===== src/tri_queue_if.sv =====
`timescale 1ns/100ps
`default_nettype none

interface tri_queue_if #(
    parameter type T = logic
);

    logic push;
    T wdata;
    logic full;
    logic pop;
    T rdata;
    logic empty;

    modport producer(output push, output wdata, input full);

    // Show-ahead: rdata is the head entry whenever empty is low
    modport buffer(
        input push, input wdata, input pop,
        output full, output rdata, output empty
    );

    modport consumer(output pop, input rdata, input empty);

endinterface

`default_nettype wire


===== src/setup_fifo.sv =====
`timescale 1ns/100ps
`default_nettype none

module setup_fifo #(
    parameter type T = logic,
    parameter int DEPTH = 4
) (
    input logic clk,
    input logic rst,
    tri_queue_if.buffer q
);

    localparam int AW = (DEPTH > 1) ? $clog2(DEPTH) : 1;
    localparam int CW = $clog2(DEPTH + 1);

    T mem [DEPTH];
    logic [AW-1:0] wr_ptr, rd_ptr;
    logic [CW-1:0] count;
    logic do_push, do_pop;

    function automatic logic [AW-1:0] next_ptr(input logic [AW-1:0] p);
        return (p == AW'(DEPTH - 1)) ? '0 : p + 1'b1;
    endfunction

    assign do_push = q.push && !q.full;
    assign do_pop = q.pop && !q.empty;

    always_ff @(posedge clk or posedge rst) begin
        if (rst) begin
            wr_ptr <= '0;
            rd_ptr <= '0;
            count <= '0;
        end else begin
            if (do_push) wr_ptr <= next_ptr(wr_ptr);
            if (do_pop) rd_ptr <= next_ptr(rd_ptr);
            case ({do_push, do_pop})
                2'b10: count <= count + 1'b1;
                2'b01: count <= count - 1'b1;
                default: ;
            endcase
        end
    end

    always_ff @(posedge clk) begin
        if (do_push) mem[wr_ptr] <= q.wdata;
    end

    assign q.full = (count == CW'(DEPTH));
    assign q.empty = (count == '0);
    assign q.rdata = mem[rd_ptr];

endmodule

`default_nettype wire


===== src/flat_wrapper.sv =====
// flat-port wrapper written by rule: the top's interface ports become plain ports
module setup_fifo_flat 
#(
    parameter type T = logic,
    parameter int DEPTH = 4
)
  (clk, rst, q_push, q_wdata, q_pop, q_full, q_rdata, q_empty);
  tri_queue_if #(.T(T)) q_i ();
  input logic clk;
  input logic rst;
  input wire logic [$bits(q_i.push)-1:0] q_push;
  input wire logic [$bits(q_i.wdata)-1:0] q_wdata;
  input wire logic [$bits(q_i.pop)-1:0] q_pop;
  output wire logic [$bits(q_i.full)-1:0] q_full;
  output wire logic [$bits(q_i.rdata)-1:0] q_rdata;
  output wire logic [$bits(q_i.empty)-1:0] q_empty;
  assign q_i.push = q_push;
  assign q_i.wdata = q_wdata;
  assign q_i.pop = q_pop;
  assign q_full = q_i.full;
  assign q_rdata = q_i.rdata;
  assign q_empty = q_i.empty;
  setup_fifo #(.T(T), .DEPTH(DEPTH)) u_core (.clk(clk), .rst(rst), .q(q_i));
endmodule

===== config.mk =====
export PLATFORM = sky130hd
export DESIGN_NAME = setup_fifo_flat
export DESIGN_NICKNAME = d
export VERILOG_FILES = /design/src/tri_queue_if.sv /design/src/setup_fifo.sv /design/src/flat_wrapper.sv
export SDC_FILE = /design/constraint.sdc
export NUM_CORES = 1
export LEC_CHECK = 0
export CAP_MARGIN = 20
export CORE_MARGIN = 2
export CORE_UTILIZATION = 37
export CTS_BUF_LIST = sky130_fd_sc_hd__clkbuf_16
export DETAILED_ROUTE_END_ITERATION = 6
export DONT_BUFFER_PORTS = 1
export HOLD_SLACK_MARGIN = 0.02
export PLACE_DENSITY = 0.57
export SYNTH_ARGS = -nofsm -noshare
export SYNTH_HDL_FRONTEND = slang
export SYNTH_SLANG_ARGS = --single-unit

===== constraint.sdc =====
create_clock -name clk -period 2.35 [get_ports clk]
set_input_delay 0.47 -clock clk [delete_from_list [all_inputs] [get_ports clk]]
set_output_delay 0.47 -clock clk [all_outputs]
set_load 0.05 [all_outputs]

Word-level counts from Yosys, hierarchy flattened
Memory sizes are Yosys's and may differ from the RTL's.
Cells that the tools add are included.
Storage, ports and cells
  bits in registers: 7
  bits in latches: 0
  RAM bits: 4
  ROM bits: 0
  input port bits: 5
  output and inout port bits: 3
  word-level logic and storage cells: 24
  memories kept: 1
Memories
  u_core.mem: words 4, width 1, rd ports 1, clocked after Yosys merged registers in 0, write ports 1, line setup_fifo.sv:16  | T mem [DEPTH];
Operators by class
  add/sub/neg operators: 4
  multiply operators: 0
  divide/modulo/power cells: 0
  order comparisons: 0
  equality and inequality tests: 5
  shifts and indexed selects: 0
  multiplexer cells: 5
  bitwise logic cells: 0
  reductions and logical operators: 6
Operators by type and width (number)
  2-bit equality test, second input constant: 3
  3-bit case mux with 2 select lines: 1
  2-bit by 1-bit adder with 2-bit output, second input constant: 2
  2-bit two-way mux: 2
  3-bit by 1-bit adder with 3-bit output, second input constant: 1
  3-bit equality test, second input constant: 1
  3-bit logical NOT: 1
  3-bit by 1-bit subtractor with 3-bit output, second input constant: 1
  2-bit by 1-bit equality test with 1-bit output, second input constant: 1
  1-bit logical AND: 2
  1-bit logical NOT: 2
  1-bit two-way mux: 2
  2-bit nonzero test: 1

Depth between registers and ports, before layout
Gate-level depths: netlist of the first run.
  depth in word-level cells: 5
  gate-level depth with buffers: 9

Worst setup path before layout of the first run
Ideal clock, no wire load.
  kind: register -> register
  start point: register u_core.count[2]
  end point: register u_core.count[2]
  setup time: 0.125 ns
  arrival time: 2.670 ns
  data required time: 2.225 ns
  setup slack: -0.445 ns
  cell stages (with the launch flop): 10
  path buffers: 0
  clock period less this slack: 2.795 ns
  cell sequence: dfrtp_1 > nor3_1 > nand2b_4 > inv_1 > ha_1 > inv_1 > fa_1 > xor2_1 > nor2_1 > xor2_1
Between the ends
  word-level cells in the longest chain between the ends: 5
  elaborated cells between the ends (all ways): 12
  those cells by class: add/sub: 2; eq/ne: 3; mux: 1; reduce/logical: 6
Ends and longest elaborated chain
  start: declaration: line setup_fifo.sv:18  | logic [CW-1:0] count;
  start signal: assignment: line setup_fifo.sv:37  | 2'b10: count <= count + 1'b1;
  start signal: assignment: line setup_fifo.sv:38  | 2'b01: count <= count - 1'b1;
  3-bit logical NOT *: line setup_fifo.sv:49  | assign q.empty = (count == '0);
  via q_empty: line flat_wrapper.sv:16  | output wire logic [$bits(q_i.empty)-1:0] q_empty;
  1-bit logical NOT *: line setup_fifo.sv:26  | assign do_pop = q.pop && !q.empty;
  1-bit logical AND *: line setup_fifo.sv:26
  via u_core.do_pop: line setup_fifo.sv:19  | logic do_push, do_pop;
  2-bit by 1-bit equality test with 1-bit output or 2-bit equality test (tied branches): line setup_fifo.sv:36  | case ({do_push, do_pop})
  3-bit case mux with 2 select lines or 2-bit nonzero test (tied branches)
The timed path passes the listed nets; every way through them passes the cells marked *.
A chain may end at the register's enable or synchronous reset.

Worst setup path in the final report of the first run
  start point: register u_core.count[0]
  end point: register u_core.count[2]
Between the ends
  word-level cells in the longest chain between the ends: 5
  elaborated cells between the ends (all ways): 12
  those cells by class: add/sub: 2; eq/ne: 3; mux: 1; reduce/logical: 6
Ends and longest elaborated chain (line)
  3-bit equality test or 3-bit logical NOT (tied branches): setup_fifo.sv:48, setup_fifo.sv:49
  1-bit logical NOT (on tied branches): setup_fifo.sv:25, setup_fifo.sv:26
  1-bit logical AND (on tied branches): setup_fifo.sv:25, setup_fifo.sv:26
  2-bit by 1-bit equality test with 1-bit output or 2-bit equality test (tied branches): setup_fifo.sv:36
  3-bit case mux with 2 select lines or 2-bit nonzero test (tied branches)
Several ways; a longest one is shown, not always the timed one.

==> results of run 1 <==
-- logic make-up after synthesis --
logic type               Yosys count  share of synthesized area, %
multiplexers                       6                         12.81
adder cells (fa/ha/maj)            7                         15.70
XOR/XNOR                           3                         4.340
AND/OR/NAND/NOR                   11                         13.43
flip-flops                        11                         48.76
buffers and inverters              8                         4.959
-- registers in the layout, summed over array words and instances (netlist names) --
signal	count
u_core.count	3
u_core.mem	4
u_core.rd_ptr	2
u_core.wr_ptr	2
-- layout by cell type (no fill, tap or decap), types with 2 or more instances in the layout --
| cell | count |
|---|---|
| dfrtp_1 | 7 |
| buf_4 | 2 |
| clkbuf_16 | 3 |
| mux2_2 | 2 |
| xor2_1 | 2 |
| mux2_1 | 2 |
| ha_1 | 6 |
| nor2_1 | 3 |
| and2_2 | 4 |
| inv_1 | 9 |
| edfxtp_1 | 4 |
-- area by class of cell --
type | instances | area, sq um | share of cell area, %
Multi-Input combinational cell | 27 | 291.5 | 39.90
Clock inverter | 1 | 3.754 | 0.5137
Inverter | 8 | 30.03 | 4.110
Timing Repair Buffer | 2 | 15.01 | 2.055
Tap cell | 16 | 20.02 | 2.740
Clock buffer | 3 | 75.07 | 10.27
Sequential cell | 11 | 295.3 | 40.41
-- worst max path at each step --
stage                       to  depth (start not counted)
3_5_place_dp   u_core.count[2]                          9
4_1_cts        u_core.count[2]                          9
5_1_grt        u_core.count[2]                          9
6_report       u_core.count[2]                          9
2_1_floorplan  u_core.count[2]                          9
3_3_place_gp   u_core.count[2]                          9
-- per-stage QoR --
step	worst slack (ns)	cells	instance area (sq um)	total power (uW)	utilization (%)
finish	0.4089	68	730.7	1104	47.95
global route	0.2997	68	730.7	1180	47.95
CTS	0.3727	68	730.7	1127	47.95
detailed placement	0.3884	64	651.9	810.1	42.78
global placement	0.4844	64	651.9	771.3	42.78
floorplan	0.04263	46	616.8	716.5	-
-- power breakdown --
| group | switching, uW | internal (uW) |
|---|---|---|
| sequential | 82.3 | 282 |
| combinational | 234 | 199 |
| clock | 83.7 | 223 |
| total | 400 | 705 |
-- critical path, cell delays in order, from the launching register on --
cell and delay, ns:
dfrtp_1 0.44, nor3b_4 0.22, nor2b_2 0.10, inv_1 0.06, ha_1 0.18, inv_1 0.06, fa_1 0.37, xor2_1 0.15
nor2_1 0.11, xor2_1 0.17
-- per-layer routing --
layer  global-route usage, %  vias to the layer above
met5                       0                        -
met4                   9.091                        0
met3                   4.898                        4
met2                   17.65                        6
met1                   10.77                      150
li1                        -                      159
==> results.md, run 1 <==
- Status: completed
- WS Path Type: flip-flop to flip-flop
- Yosys cell types: 17
- Routed length per placed instance: 12.72 microns
- Mapped Avg Cell Area: 13.16 sq um
- Routed wl met3: 39 microns
- Worst-path fanout max: 7
- Final wirelength: 865 microns
- Antenna diodes: 0
- Final hold violations: 0
- WL met1: 333 microns
- Max_cap viols: 0
- Starting Density: 39.74%
- Max Fclk: 515.2 MHz
- Drt pass-1 iters: 2
- Clk buf depth: 2
- Synthesized Nets: 58
- Post-synth EDFFs: 4
- Fin crit share: 82.60%
- RSZ-0062 raised after global routing: false
- TritonCTS clock tree: done
- Largest area contributor in the netlist: dfrtp_1
- Mapped cell area: 605.6 sq um
- Skew final: 0.001814 ns
- Total global routing overflow: 0
- Via/cell ratio: 4.691
- Postcts setup bufs: 0
- Port buffer count: 0
- Fillcell total: 138
- Arrival time of the worst setup path: 2.10 ns
- Area Growth Syn to Fin: 20.66%
- GRT Total Usage: 10.98%
- Initial drt markers: 2
- Vias in the first global route: 348
- Most common cell in the synthesized netlist: inv_1
- Layout Nets: 65
- Number of buffers created by CTS: 3
- DRC: 0
- Ys flop type: dfrtp_1
- GPL Wtd Cong: 0.7499
- Number of nets still failing antenna checks after routing: 0
- Number of H-tree levels: 1
- Global-route wire length before repair: 1414 microns
- Reg2reg path depth: 9
- Row Count: 14
- Layout cells sized above 1: 30.77%
- Setup_tns: 0 ns
- Largest net degree at the start of global routing: 8
- DR top layer: met4
- Number of clock sinks: 11
- Post-synthesis sequential area ratio: 48.76%
- Worst VDD drop: 0.5844 mV
- Yosys warning count: 0
- DIE HEIGHT: 44.46 microns
- Post-CTS Resized: 0
- Die area: 1976 sq um
- CTS Hold Bufs: 0
- Num ports: 8
- Worst Setup SP: u_core.count[0]
- Fin Hold WS: 0.05107 ns
- DR WL met2: 469 microns
- Relative slew margins: 81.32%
- HP Class: primary input to asynchronous set/reset pin
- Share of Yosys cell area claimed by the top area cell type: 28.93%
- CP Launch Type: flip-flop
- DIE WIDTH: 44.46 microns
- Leak Pwr: 0.0003431 uW
- Initial antenna violation count: 0
- Fin crit period: 1.941 ns
- Reg2reg end: u_core.count[2]
- Clk_lat worst skew: 0.24 ns
- R2R Path Start: u_core.count[0]
- Via count: 319
- Core area: 1524 sq um
- Slew Limit Fails: 0
- Data required, critical path: 2.51 ns
- Reg-to-reg setup timing slack: 0.41 ns
- Pwr dens: 1511 nW/um^2
- Register bit count reported by yosys: 11
- CTS root buf: clkbuf_16
- Top post-synthesis cells by count: inv_1 (8), dfrtp_1 (7), ha_1 (6), and2_2 (4), edfxtp_1 (4)
- Slew of the pin with the lowest slew margin: 0.2798 ns
- DP HPWL: 680.1 microns
- Syn Inst Count: 46
- Clk slew on worst S/H paths: 0.04 ns
- Largest cells by area after synthesis: dfrtp_1 (29%), edfxtp_1 (20%), ha_1 (12%)
- CP Capture Type: flip-flop
- Final setup viols: 0
- Async S/R FF share, synth: 63.64%
Note: power is estimated with default switching activity, not from simulation.
==> run 2: changes to the inputs <==
- ABC_AREA: not set -> 1
- clock period: 2.35 -> 1.8 ns (I/O delays scaled with it)
==> run 2 against run 1 <==
Non-clock buffer count is 4 higher. Combinational power is 71% higher. Clock power is 29% higher. Critical endpoint unchanged. Largest power group unchanged. Highest routed layer is now met3.
==> results.md, run 2 <==
- Clk slew on worst S/H paths: 0.04 ns (about the same)
- Port buffer count: 0 (unchanged)
- Synthesized Nets: 85 (was 58)
- Die area: 2106 sq um (was 1976 sq um)
- Mapped cell area: 649.4 sq um (was 605.6 sq um)
- Reg2reg path depth: 10 (was 9)
- Initial antenna violation count: 0 (unchanged)
- Total global routing overflow: 0 (unchanged)
- Register bit count reported by yosys: 11 (unchanged)
- Status: completed (unchanged)
- Async S/R FF share, synth: 63.64% (unchanged)
- Setup_tns: 0 ns (unchanged)
- Worst Setup SP: u_core.count[1] (was u_core.count[0])
- Yosys cell types: 19 (was 17)
- Fraction of the mapped netlist area in compound gates: 2.697% (was 0%)
- Reg2reg end: u_core.count[2] (unchanged)
- Post-synthesis sequential area ratio: 45.47% (was 48.76%)
- Worst-path fanout max: 4 (was 7)
- Clk buf depth: 2 (unchanged)
- Area Growth Syn to Fin: 24.66% (was 20.66%)
- Skew final: 0.001500 ns (was 0.001814 ns)
- Max FFs per register: 4 (unchanged)
- Row Count: 15 (was 14)
- Layout cells sized above 1: 21.69% (was 30.77%)
- Most frequent cells in the layout: nand2_1 (15), inv_1 (15), dfrtp_1 (7) (was inv_1 (9), dfrtp_1 (7), ha_1 (6))
- Final setup viols: 0 (unchanged)
- Most common cell in the synthesized netlist: nand2_1 (was inv_1)
- Slew Limit Fails: 0 (unchanged)
- Layout Nets: 96 (was 65)
- Pwr dens: 1960 nW/um^2 (was 1511 nW/um^2)
- Largest net degree at the start of global routing: 8 (unchanged)
- Clk_lat worst skew: 0.24 ns (about the same)
- Yosys warning count: 0 (unchanged)
- Global-route wire length before repair: 1669 microns (was 1414 microns)
- RSZ-0062 raised after global routing: false (unchanged)
- DIE WIDTH: 45.90 microns (was 44.46 microns)
- Slew of the pin with the lowest slew margin: 0.4579 ns (was 0.2798 ns)
- XOR/XNOR Fraction of Synth Area: 1.349% (was 4.339%)
- GPL Wtd Cong: 0.7670 (was 0.7499)
- Arrival time of the worst setup path: 1.79 ns (was 2.10 ns)
- Crit path to: u_core.count[2] (unchanged)
- TritonCTS clock tree: done (unchanged)
- CP max stage delay: 0.39 ns (was 0.44 ns)
- Main combinational cell family by area after synthesis: simple AND/OR/NAND/NOR gates (was adder cells)
- Core area: 1689 sq um (was 1524 sq um)
- Max_cap viols: 0 (unchanged)
- Post-synth EDFFs: 4 (unchanged)
- Routed length per placed instance: 10.81 microns (was 12.72 microns)
- Leak Pwr: 0.0004242 uW (was 0.0003431 uW)
- Data required, critical path: 1.92 ns (was 2.51 ns)
- Worst path cell trace: inv_2 -> nand3_4 -> nand2_4 -> ha_1 -> inv_2 -> fa_2 -> nand2_2 -> nand3_1 -> nand2_1 -> nand2_1 (was nor3b_4 -> nor2b_2 -> inv_1 -> ha_1 -> inv_1 -> fa_1 -> xor2_1 -> nor2_1 -> xor2_1)
- Slowest-stage cell, CP: dfrtp_1 (unchanged)
- Via count: 457 (was 319)
- CP Capture Type: flip-flop (unchanged)
- Relative slew margins: 69.40% (was 81.32%)
- Largest cells by area after synthesis: dfrtp_1 (27%), edfxtp_1 (18%), ha_1 (12%) (was dfrtp_1 (29%), edfxtp_1 (20%), ha_1 (12%))
- R2R Path Start: u_core.count[1] (was u_core.count[0])
- Simple-gate share of the synthesized area: 25.43% (was 13.43%)
- GRT Total Usage: 11.76% (was 10.98%)
- Ys flop type: dfrtp_1 (unchanged)
- Number of buffers created by CTS: 3 (unchanged)
- Syn Inst Count: 73 (was 46)
- HP Class: primary input to flip-flop (was primary input to asynchronous set/reset pin)
- Initial drt markers: 13 (was 2)
- CP Launch Type: flip-flop (unchanged)
- Drt pass-1 iters: 3 (was 2)
- DRC: 0 (unchanged)
- CTS root buf: clkbuf_16 (unchanged)
- Top Registers: u_core.mem x4, u_core.count x3 (unchanged)
- Number of H-tree levels: 1 (unchanged)
- Fillcell total: 168 (was 138)
- Antenna diodes: 0 (unchanged)
- Fin crit share: 92.74% (was 82.60%)
- Largest area contributor in the netlist: dfrtp_1 (unchanged)
- Max Fclk: 599.1 MHz (was 515.2 MHz)
- Reg with most FFs: u_core.mem (unchanged)
- Area of the multi-input gates: 299.0 sq um (was 291.5 sq um)
- Reg-to-reg setup timing slack: 0.13 ns (was 0.41 ns)
- Mapped Avg Cell Area: 8.896 sq um (was 13.16 sq um)
- DP HPWL: 791.6 microns (was 680.1 microns)
- Number of nets still failing antenna checks after routing: 0 (unchanged)
- Number of clock sinks: 11 (unchanged)
- Multiplexer share of the synthesized area: 0% (was 12.81%)
- Reg area: 295.3 sq um (unchanged)
- Fin crit period: 1.669 ns (was 1.941 ns)
- DIE HEIGHT: 45.90 microns (was 44.46 microns)
- Adder-cell share of the synthesized area: 14.64% (was 15.70%)
- Final wirelength: 1081 microns (was 865 microns)
- Top post-synthesis cells by count: nand2_1 (16), inv_1 (15), dfrtp_1 (7), ha_1 (6), nor2_1 (6) (was inv_1 (8), dfrtp_1 (7), ha_1 (6), and2_2 (4), edfxtp_1 (4))
- Fin Hold WS: 0.2167 ns (was 0.05107 ns)
- Worst VDD drop: 1.071 mV (was 0.5844 mV)
- Num ports: 8 (unchanged)
- Via/cell ratio: 4.570 (was 4.691)
- Share of Yosys cell area claimed by the top area cell type: 26.97% (was 28.93%)
- Starting Density: 38.44% (was 39.74%)
- Vias in the first global route: 394 (was 348)
- Final hold violations: 0 (unchanged)
- WS Path Type: flip-flop to flip-flop (unchanged)
==> run 2: cell count changes after synthesis, sizes merged, moves of 2 or more <==
| cell | before | now |
|---|---|---|
| nand3 | 0 | 7 |
| nor2 | 3 | 6 |
| inv | 8 | 18 |
| xor2 | 2 | 0 |
| and2 | 4 | 0 |
| nand2 | 0 | 18 |
| mux2 | 4 | 0 |
==> run 2: logic make-up (layout without fill, tap and decap cells) <==
logic type      Yosys count  after routing
flops                    11             11
buf+inv                  18             28
fa+ha+maj                 7              7
compound gates            3              3
xor+xnor                  1              1
simple gates             33             33
==> run 2: worst min path at each step <==
stage / start / end / depth (start not counted) / slack (ns)
after global placement: rst / u_core.rd_ptr[1] / 1 / 0.20
after CTS: q_wdata / u_core.mem[0] / 0 / 0.21
after global routing: q_wdata / u_core.mem[0] / 0 / 0.21
after floorplan: rst / u_core.count[0] / 1 / 0.16
final: q_wdata / u_core.mem[0] / 0 / 0.22
after detailed placement: rst / u_core.rd_ptr[1] / 1 / 0.20
==> run 2: area by class of cell <==
cell class              instances  share of cell area [%]
well taps                      17                   2.628
clock inverters                 1                  0.4637
repair buffers                  6                   5.873
clock buffers                   3                   9.274
flip-flops and latches         11                   36.48
inverters                      18                   8.346
multi-input cells              44                   36.94
==> run 2: layer usage <==
metal | vias up | wire [microns] | track usage (%)
met2 | 8 | 506 | 16.67
met5 | - | 0 | 0
li1 | 241 | - | -
met1 | 208 | 516 | 14.68
met3 | 0 | 57 | 7.540
met4 | 0 | 0 | 3.429
==> run 2: what timing repair did <==
item / CTS / global route
gates resized for setup: 0 / 4
hold buffers: 1 / 0
buffers inserted: 0 / 5
endpoints found under the setup margin: 0 / 2
hold endpoints to repair: 7 / 0
==> run 2: critical path, delay by kind of cell, from the launching register on <==
kind                       cells  cell delay [ns]
DFF                            1             0.39
buffers and inverters          2             0.17
and+or+nand+nor                6             0.49
adders and majority gates      2             0.51
==> run 2: power breakdown <==
| part | internal [uW] | switching, uW |
|---|---|---|
| Sequential | 363 | 87.0 |
| Clock | 291 | 106 |
| Combinational | 268 | 470 |
| Total | 923 | 664 |
==> run 2: metrics by stage <==
step           utilization (%)  instances  area, sq um  worst slack, ns  power [uW]
4_1_cts                  44.96         95        759.5          0.05468        1500
3_3_place_gp             39.70         90        670.6           0.1088        1069
2_1_floorplan                -         73        649.4           0.1932       986.6
3_5_place_dp             39.70         90        670.6          0.06029        1087
6_report                 47.93        100        809.5           0.1307        1587
5_1_grt                  47.93        100        809.5         0.006517        1721
